`src/include/rob_settings.svh`:
```
// Sizing macros for the read-response reorder shim
// Slot count and reserve for almost-full back-pressure
// Address, tag and data widths of the read channel

`ifndef ROB_SETTINGS_SVH
`define ROB_SETTINGS_SVH

// Number of reorder slots, which also bounds the reads in flight
// Keep this a power of two so the slot pointers wrap on their own
`define ROB_ENTRIES 16

// Free slots held back once almost-full is raised
// The client may still issue this many minus one requests after it rises
`define ROB_MIN_FREE 4

// Read channel field widths
`define ADDR_WIDTH 32
`define MDATA_WIDTH 12
`define LINE_WIDTH 64

`endif

```
`src/rob_pkg.sv`:
```
// Shared types for the read-response reorder shim
// Vector typedefs for addresses, tags, data words and slot indices
// Packed read request and read response structs

`include "rob_settings.svh"

package rob_pkg;

    // ==================================================
    // Plain vector types
    // ==================================================

    // Read address as issued by the client
    typedef logic [`ADDR_WIDTH-1:0] t_addr;

    // Client tag; toward memory the same field carries a slot index
    typedef logic [`MDATA_WIDTH-1:0] t_mdata;

    // One data word of a read response
    typedef logic [`LINE_WIDTH-1:0] t_line;

    // Index of one reorder slot
    typedef logic [$clog2(`ROB_ENTRIES)-1:0] t_rob_idx;

    // ==================================================
    // Channel structs
    // ==================================================

    // Read request, taken on every cycle where valid is high
    typedef struct packed {
        logic   valid;
        t_addr  addr;
        t_mdata mdata;
    } t_rd_req;

    // Read response, one valid strobe per response and no stall
    typedef struct packed {
        logic   valid;
        logic   error;
        t_mdata mdata;
        t_line  data;
    } t_rd_rsp;

endpackage

```
`src/rd_req_tagger.sv`:
```
// Request side of the reorder shim
// Swaps the client tag for the allocated slot index
// Raises the slot allocation strobe toward the store
// Combines memory and store back-pressure into client almost-full

`include "rob_settings.svh"

`timescale 1ns/1ps

module rd_req_tagger
(
    input  logic             clk,
    input  logic             reset,

    // Client request channel
    input  rob_pkg::t_rd_req client_req,
    input  logic             mem_almost_full,

    // Slot allocation handshake with the store
    input  rob_pkg::t_rob_idx alloc_idx,
    input  logic             not_full,
    output logic             alloc_en,

    // Request toward memory and back-pressure toward the client
    output rob_pkg::t_rd_req mem_req,
    output logic             client_almost_full
);

    // ==================================================
    // Tag replacement
    // ==================================================

    // Every valid request claims the slot at the store's tail
    // The store saves the client's tag there in the same cycle
    assign alloc_en = client_req.valid;

    // The request passes through in the same cycle
    // Only the tag changes, zero-extended from the slot index
    always_comb
    begin
        mem_req = client_req;
        mem_req.mdata = rob_pkg::t_mdata'(alloc_idx);
    end

    // ==================================================
    // Back-pressure
    // ==================================================

    // The store keeps ROB_MIN_FREE slots in reserve once not_full drops,
    // so the client may finish the requests already on their way
    assign client_almost_full = mem_almost_full || !not_full;

    // A well-behaved client stops within ROB_MIN_FREE - 1 cycles of not_full
    // dropping; a request after that could land on a slot still in use
    assert property (@(posedge clk) disable iff (reset)
        (!not_full) [*`ROB_MIN_FREE] |-> !client_req.valid)
        else $error("Request issued after the slot reserve was used up");

endmodule

```
`src/rob_store.sv`:
```
// Reorder store of the read-response shim
// Tag array written at allocation, data and error arrays written by responses
// Per-slot fill flags, head and tail pointers and the occupancy count
// Dequeue decision and registered head outputs

`include "rob_settings.svh"

`timescale 1ns/1ps

module rob_store
(
    input  logic              clk,
    input  logic              reset,

    // Allocation from the request side
    input  logic              alloc_en,
    input  rob_pkg::t_mdata   alloc_mdata,
    output rob_pkg::t_rob_idx alloc_idx,
    output logic              not_full,

    // Responses from memory, mdata holds the slot index
    input  rob_pkg::t_rd_rsp  mem_rsp,

    // Dequeue toward the response sequencer
    output logic              deq_en,
    output rob_pkg::t_mdata   head_mdata,
    output logic              head_error,
    output rob_pkg::t_line    head_data
);

    // Occupancy must reach ROB_ENTRIES itself, hence one extra bit
    localparam int CNT_W = $clog2(`ROB_ENTRIES) + 1;

    // Slot storage
    rob_pkg::t_mdata tag_mem  [`ROB_ENTRIES];
    logic            err_mem  [`ROB_ENTRIES];
    rob_pkg::t_line  data_mem [`ROB_ENTRIES];
    logic [`ROB_ENTRIES-1:0] filled;

    // Pointers and occupancy
    rob_pkg::t_rob_idx head;
    rob_pkg::t_rob_idx tail;
    logic [CNT_W-1:0]  count;

    // Registered memory response and the slot it targets
    rob_pkg::t_rd_rsp  rsp_q;
    rob_pkg::t_rob_idx rsp_idx;
    rob_pkg::t_rob_idx rsp_offset;
    logic              head_wr;

    // ==================================================
    // Response capture
    // ==================================================

    // Responses are registered once before they touch the arrays
    // Only the valid bit needs a reset
    always_ff @(posedge clk)
    begin
        if (reset)
        begin
            rsp_q.valid <= 1'b0;
        end
        else
        begin
            rsp_q.valid <= mem_rsp.valid;
        end
        rsp_q.error <= mem_rsp.error;
        rsp_q.mdata <= mem_rsp.mdata;
        rsp_q.data  <= mem_rsp.data;
    end

    // The upper tag bits are zero on the memory side
    assign rsp_idx = rob_pkg::t_rob_idx'(rsp_q.mdata);

    // A response written to the head slot can leave in the same cycle
    assign head_wr = rsp_q.valid && (rsp_idx == head);

    // ==================================================
    // Allocation and dequeue decision
    // ==================================================

    assign alloc_idx = tail;

    // Keep ROB_MIN_FREE slots back for requests already in flight
    assign not_full = (count < CNT_W'(`ROB_ENTRIES - `ROB_MIN_FREE));

    // Release strictly in allocation order, whenever the head holds data
    assign deq_en = filled[head] || head_wr;

    // Tags are saved at the tail as requests go out
    always_ff @(posedge clk)
    begin
        if (alloc_en)
        begin
            tag_mem[tail] <= alloc_mdata;
        end
    end

    // Response payload lands in its slot, in whatever order it returns
    always_ff @(posedge clk)
    begin
        if (rsp_q.valid)
        begin
            err_mem[rsp_idx]  <= rsp_q.error;
            data_mem[rsp_idx] <= rsp_q.data;
        end
    end

    // Control state: pointers, count and fill flags
    always_ff @(posedge clk)
    begin
        if (reset)
        begin
            head   <= '0;
            tail   <= '0;
            count  <= '0;
            filled <= '0;
        end
        else
        begin
            if (alloc_en)
            begin
                tail <= tail + 1'b1;
            end
            if (deq_en)
            begin
                head <= head + 1'b1;
            end
            count <= count + CNT_W'(alloc_en) - CNT_W'(deq_en);

            // Clearing the head comes last, so a bypassed write leaves it free
            if (rsp_q.valid)
            begin
                filled[rsp_idx] <= 1'b1;
            end
            if (deq_en)
            begin
                filled[head] <= 1'b0;
            end
        end
    end

    // ==================================================
    // Head outputs
    // ==================================================

    // Fields of the dequeued slot appear one cycle after deq_en
    // A response written to the head this cycle is taken from the bypass
    always_ff @(posedge clk)
    begin
        if (deq_en)
        begin
            head_mdata <= tag_mem[head];
            head_error <= head_wr ? rsp_q.error : err_mem[head];
            head_data  <= head_wr ? rsp_q.data : data_mem[head];
        end
    end

    // Distance of the responding slot from the head, used to tell live slots
    assign rsp_offset = rsp_idx - head;

    // A response may only fill a slot that is allocated and still empty
    assert property (@(posedge clk) disable iff (reset)
        rsp_q.valid |-> (({1'b0, rsp_offset} < count) && !filled[rsp_idx]))
        else $error("Memory response targets a free or already filled slot");

    // The request side must never allocate past the last slot
    assert property (@(posedge clk) disable iff (reset)
        alloc_en |-> (count != CNT_W'(`ROB_ENTRIES)))
        else $error("Slot allocation overflows the reorder store");

endmodule

```
`src/rd_rsp_sequencer.sv`:
```
// Response side of the reorder shim
// Tracks when the store's head outputs hold a dequeued slot
// Rebuilds the client response with the original tag restored

`timescale 1ns/1ps

module rd_rsp_sequencer
(
    input  logic             clk,
    input  logic             reset,

    // Dequeued slot from the store with fields valid one cycle after deq_en
    input  logic             deq_en,
    input  rob_pkg::t_mdata  head_mdata,
    input  logic             head_error,
    input  rob_pkg::t_line   head_data,

    // Ordered response toward the client
    output rob_pkg::t_rd_rsp client_rsp
);

    // First stage of the dequeue delay line
    // High in the cycle where the store's head outputs are current
    logic deq_q;

    // ==================================================
    // Dequeue tracking
    // ==================================================

    always_ff @(posedge clk)
    begin
        if (reset)
        begin
            deq_q <= 1'b0;
        end
        else
        begin
            deq_q <= deq_en;
        end
    end

    // ==================================================
    // Response register
    // ==================================================

    // The valid strobe is the second stage of the delay line
    // Payload only loads on a dequeue and holds otherwise
    always_ff @(posedge clk)
    begin
        if (reset)
        begin
            client_rsp.valid <= 1'b0;
        end
        else
        begin
            client_rsp.valid <= deq_q;
        end

        if (deq_q)
        begin
            // The stored tag is the one the client sent
            client_rsp.mdata <= head_mdata;
            client_rsp.error <= head_error;
            client_rsp.data  <= head_data;
        end
    end

endmodule

```
`src/rob_rd_shim.sv`:
```
// Top level of the read-response reorder shim
// Request tagger, reorder store and response sequencer
// Client requests go out tagged with slot indices, responses return in order

`timescale 1ns/1ps

module rob_rd_shim
(
    input  logic             clk,
    input  logic             reset,

    // Client side
    input  rob_pkg::t_rd_req client_req,
    output logic             client_almost_full,
    output rob_pkg::t_rd_rsp client_rsp,

    // Memory side
    output rob_pkg::t_rd_req mem_req,
    input  logic             mem_almost_full,
    input  rob_pkg::t_rd_rsp mem_rsp
);

    // Allocation between the tagger and the store
    rob_pkg::t_rob_idx alloc_idx;
    logic              alloc_en;
    logic              not_full;

    // Dequeued slot between the store and the sequencer
    logic              deq_en;
    rob_pkg::t_mdata   head_mdata;
    logic              head_error;
    rob_pkg::t_line    head_data;

    // ==================================================
    // Request side
    // ==================================================

    rd_req_tagger u_rd_req_tagger
    (
        .clk                (clk),
        .reset              (reset),
        .client_req         (client_req),
        .mem_almost_full    (mem_almost_full),
        .alloc_idx          (alloc_idx),
        .not_full           (not_full),
        .alloc_en           (alloc_en),
        .mem_req            (mem_req),
        .client_almost_full (client_almost_full)
    );

    // ==================================================
    // Reorder store
    // ==================================================

    // The client's own tag is saved while the tagger swaps it out
    rob_store u_rob_store
    (
        .clk         (clk),
        .reset       (reset),
        .alloc_en    (alloc_en),
        .alloc_mdata (client_req.mdata),
        .alloc_idx   (alloc_idx),
        .not_full    (not_full),
        .mem_rsp     (mem_rsp),
        .deq_en      (deq_en),
        .head_mdata  (head_mdata),
        .head_error  (head_error),
        .head_data   (head_data)
    );

    // ==================================================
    // Response side
    // ==================================================

    rd_rsp_sequencer u_rd_rsp_sequencer
    (
        .clk        (clk),
        .reset      (reset),
        .deq_en     (deq_en),
        .head_mdata (head_mdata),
        .head_error (head_error),
        .head_data  (head_data),
        .client_rsp (client_rsp)
    );

endmodule

```
`config.mk`:
```
export PLATFORM = sky130hd
export DESIGN_NAME = rob_rd_shim
export DESIGN_NICKNAME = d
export VERILOG_FILES = /design/src/rob_pkg.sv /design/src/rd_req_tagger.sv /design/src/rob_store.sv /design/src/rd_rsp_sequencer.sv /design/src/rob_rd_shim.sv
export VERILOG_INCLUDE_DIRS = /design/src /design/src/include
export SDC_FILE = /design/constraint.sdc
export NUM_CORES = 1
export LEC_CHECK = 0
export BUFFER_PORTS_ARGS = -buffer_cell sky130_fd_sc_hd__buf_2
export CORE_ASPECT_RATIO = 0.6
export CORE_MARGIN = 2
export CORE_UTILIZATION = 55
export CTS_CLUSTER_DIAMETER = 200
export DETAILED_ROUTE_END_ITERATION = 6
export GPL_ROUTABILITY_DRIVEN = 0
export PLACE_DENSITY = 0.82
export SETUP_SLACK_MARGIN = 0.5
export SLEW_MARGIN = 20
export SYNTH_ARGS = -nofsm -noshare
export SYNTH_HDL_FRONTEND = slang
export SYNTH_SLANG_ARGS = --single-unit
```
`constraint.sdc`:
```
create_clock -name clk -period 5.6 [get_ports clk]
set_input_delay 0.56 -clock clk [delete_from_list [all_inputs] [get_ports clk]]
set_output_delay 0.56 -clock clk [all_outputs]
set_load 0.005 [all_outputs]
```
==> out/metrics.yaml <==
outcome:
  status: "finished with violations"
  violations: "design-rule violations"
timing:
  final-setup-viol-count: 0
  fin_crit_ns: 4.232
  max_slew_margin_pct: 25.98
  holdWs_ns: 0.09132
  grt_setup_unrepaired: "false"
  clock-skew-final_ns: 0.02369
  fmaxAchievable_mhz: 236.3
  fin_crit_sh_pct: 75.58
  tightest_slew_ns: 1.110
  maxSlewViolCount: 0
  setup_tns_ns: 0
  hold_viol: 0
floorplanning:
  initial_utilization_pct: 55.70
  ios: 250
  rows: 89
  core_area_um2: 98660
  die_h_um: 248.9
  die_area_um2: 102600
  die_width_um: 412.1
global_route:
  grt_use_met3_pct: 5.071
  antenna_found_initial: 5
  use_met1_pct: 34.31
  grt_overflow: 0
  grt_most_used_layer: "met2"
  gr-usage-met2_pct: 39.84
  grt_pass1_vias: 26375
  grt_usage_pct: 24.58
  grt_max_degree: 165
  grt_pass1_wl_mm: 181.0
critical_path:
  worstPathArrival_ns: 4.59
  cp_num_buf_inv: 3
  cp-end-kind: "flip-flop"
  reg2reg_from: "u_rob_store.head[0]$_SDFFE_PP0N_"
  crit_family: "buffers and inverters"
  start_kind: "flip-flop"
  required_ns: 5.96
  r2r-end: "u_rob_store.head_data[51]$_DFFE_PN_"
  max_stage_delay_ns: 0.83
  r2r_cells: 6
  crit_chain: "buf_12 > nand2_1 > a21oi_1 > or3_4 > buf_4 > buf_4"
  rrSetupSlack_ns: 1.37
  cp_common_cell: "buf_4"
  worstPathMaxFanout: 98
  cpMaxStageDelayCell: "buf_4"
  crit_type: "reg2reg"
route:
  drt_first_iter_violations: 3716
  vias_per_cell: 6.416
  drc_errors: 7
  wirelength_mm: 124.5
  ant_nets: 0
  vias: 25348
  firstDrtPassIters: 7
  wl_per_cell_um: 31.50
clock_tree:
  path_clk_slew_ns: 0.07
  cts.sinks: 1487
  cts_root_buffer: "clkbuf_16"
  worstSkewPairLatency_ns: 0.74
  cts_tree: "built"
  cts_max_level: 4
  cts.path.max_buffers: 3
  cts_setup_buffers: 0
  cts_inserted_buffers: 131
layout:
  fin_nets: 2670
  final_util_pct: 63.10
  drive_gt1_share_pct: 33.59
  fin_area_um2: 62260
  regArea_um2: 43660
  fillers: 6167
  area_growth_pct: 13.28
  multiInputGateArea_um2: 10670
  num_antenna_cells: 0
worst_hold_path:
  min_path_type: "in2reg"
  hp-start: "mem_rsp[77]"
  hold_depth: 2
  whs_endpoint: "u_rob_store.rsp_q[77]$_SDFF_PP0_"
logic_synthesis:
  ys_top_cells_by_count: "1,386 x edfxtp_1, 388 x mux4_2, 101 x dfxtp_1"
  async_flop_share_pct: 0
  syn_avg_cell_area_um2: 24.40
  synth_warnings: 0
  synth_ff_type: "edfxtp_1"
  ys_types: 42
  yosysTopAreaCellShare_pct: 75.73
  postSynthRegisterBits: 1487
  synth-edff-count: 1386
  ys_seq_area_share_pct: 79.41
  synthMostInstantiatedCell: "edfxtp_1"
  yosys.area.top_type: "edfxtp_1"
  synthCells: 2252
  syn-cell-area_um2: 54960
  synth_area_leaders: "edfxtp_1 76%, mux4_2 16%, dfxtp_1 3.7%"
power:
  power_density_nw_per_um2: 353.9
  power_leakage_nw: 19.41
  irDropWorstVdd_v: 0.0003244
placed_design:
  hpwl_mm: 59.15
  io_buffer_count: 169
  place_area_um2: 57260
run:
  cap_violations: 0
==> power breakdown <==
part | switching, mW | total [mW] | internal [mW] | leakage, nW
Sequential | 0.164 | 12.5 | 12.3 | 13.3
Clock | 3.95 | 9.07 | 5.12 | 2.09
Combinational | 0.256 | 0.506 | 0.250 | 3.98
Total | 4.37 | 22.0 | 17.7 | 19.4
==> cells by family after synthesis <==
logic type / synth area share (%)
other: 0.006823
muxes: 17.31
adders and majority gates: 0.3552
DFF: 79.41
and+or+nand+nor: 0.8424
xor gates and xnor gates: 0.1594
AOI/OAI and AO/OA: 0.4508
buffers and inverters: 1.471
==> worst reg2reg max path: cells and delay by family, from the launching register on <==
kind | cells | cell delay (ns)
buffers and inverters | 3 | 2.19
flip-flops | 1 | 0.65
AO/OA/AOI/OAI | 1 | 0.50
AND/OR/NAND/NOR | 2 | 0.43
==> metal layers <==
metal,vias up,wire length [um]
met5,-,7
met3,241,11570
li1,10047,-
met1,13396,46890
met2,1662,62890
met4,2,3091
==> layout make-up <==
type / instances / share of cell area, %
flip-flops and latches: 1487 / 70.12
multi-input cells: 614 / 17.14
clock buffers: 184 / 5.979
repair buffers: 283 / 3.149
well taps: 1319 / 2.651
clock inverters: 52 / 0.8823
inverters: 12 / 0.08039
==> placed cells by master, fill, tap and decap left out, types with 6 or more instances in the layout <==
| cell | count |
|---|---|
| edfxtp_1 | 1386 |
| mux4_2 | 388 |
| buf_2 | 169 |
| clkbuf_16 | 135 |
| dfxtp_1 | 97 |
| dlygate4sd3_1 | 69 |
| mux2_2 | 66 |
| buf_4 | 38 |
| clkbuf_1 | 33 |
| nor2_1 | 27 |
| and2_1 | 17 |
| a311oi_1 | 16 |
| clkbuf_8 | 16 |
| clkinv_2 | 16 |
| ha_1 | 14 |
| nor2_4 | 12 |
| inv_1 | 11 |
| clkinv_1 | 11 |
| bufinv_16 | 10 |
| inv_6 | 8 |
| conb_1 | 8 |
| xor2_1 | 7 |
| nor2b_1 | 7 |
| nand2_1 | 6 |
| a21oi_1 | 6 |
==> flip-flops by register name (all words and copies together) (netlist names), 5 cells and up <==
register / flops
u_rob_store.head_mdata: 12
u_rob_store.err_mem: 16
u_rob_store.rsp_q: 66
u_rob_store.head_data: 64
u_rd_rsp_sequencer.client_rsp: 78
u_rob_store.count: 5
u_rob_store.tag_mem: 192
u_rob_store.filled: 16
u_rob_store.data_mem: 1024
==> how the worst max path moves through the flow <==
stage / start / end / slack, ns / cells past startpoint
after floorplan: u_rob_store.rsp_idx[1]$_DFF_P_ / u_rob_store.data_mem[1][0]$_DFFE_PP_ / 0.02 / 2
after global placement: u_rob_store.head[0]$_SDFFE_PP0N_ / u_rob_store.head_data[51]$_DFFE_PN_ / 1.50 / 6
after detailed placement: u_rob_store.head[0]$_SDFFE_PP0N_ / u_rob_store.head_data[37]$_DFFE_PN_ / 1.34 / 6
after CTS: u_rob_store.head[0]$_SDFFE_PP0N_ / u_rob_store.head_data[54]$_DFFE_PN_ / 1.26 / 6
after global routing: u_rob_store.head[0]$_SDFFE_PP0N_ / u_rob_store.head_data[51]$_DFFE_PN_ / 1.06 / 6
final: u_rob_store.head[0]$_SDFFE_PP0N_ / u_rob_store.head_data[51]$_DFFE_PN_ / 1.37 / 6
==> per-stage QoR <==
| stage | power [mW] | setup WS, ns | std cells |
|---|---|---|---|
| CTS | 22.15 | 1.256 | 3950 |
| finish | 22.03 | 1.368 | 3951 |
| detailed placement | 13.15 | 1.337 | 3645 |
| global route | 22.61 | 1.064 | 3951 |
| floorplan | 12.95 | 0.01510 | 2259 |
| global placement | 13.11 | 1.496 | 3645 |
==> timing repair <==
item                      CTS  global route
hold endpoints to repair   69             0
hold buffers               69             0
resized for setup           0             0
Power figures use the tool's default switching activity.
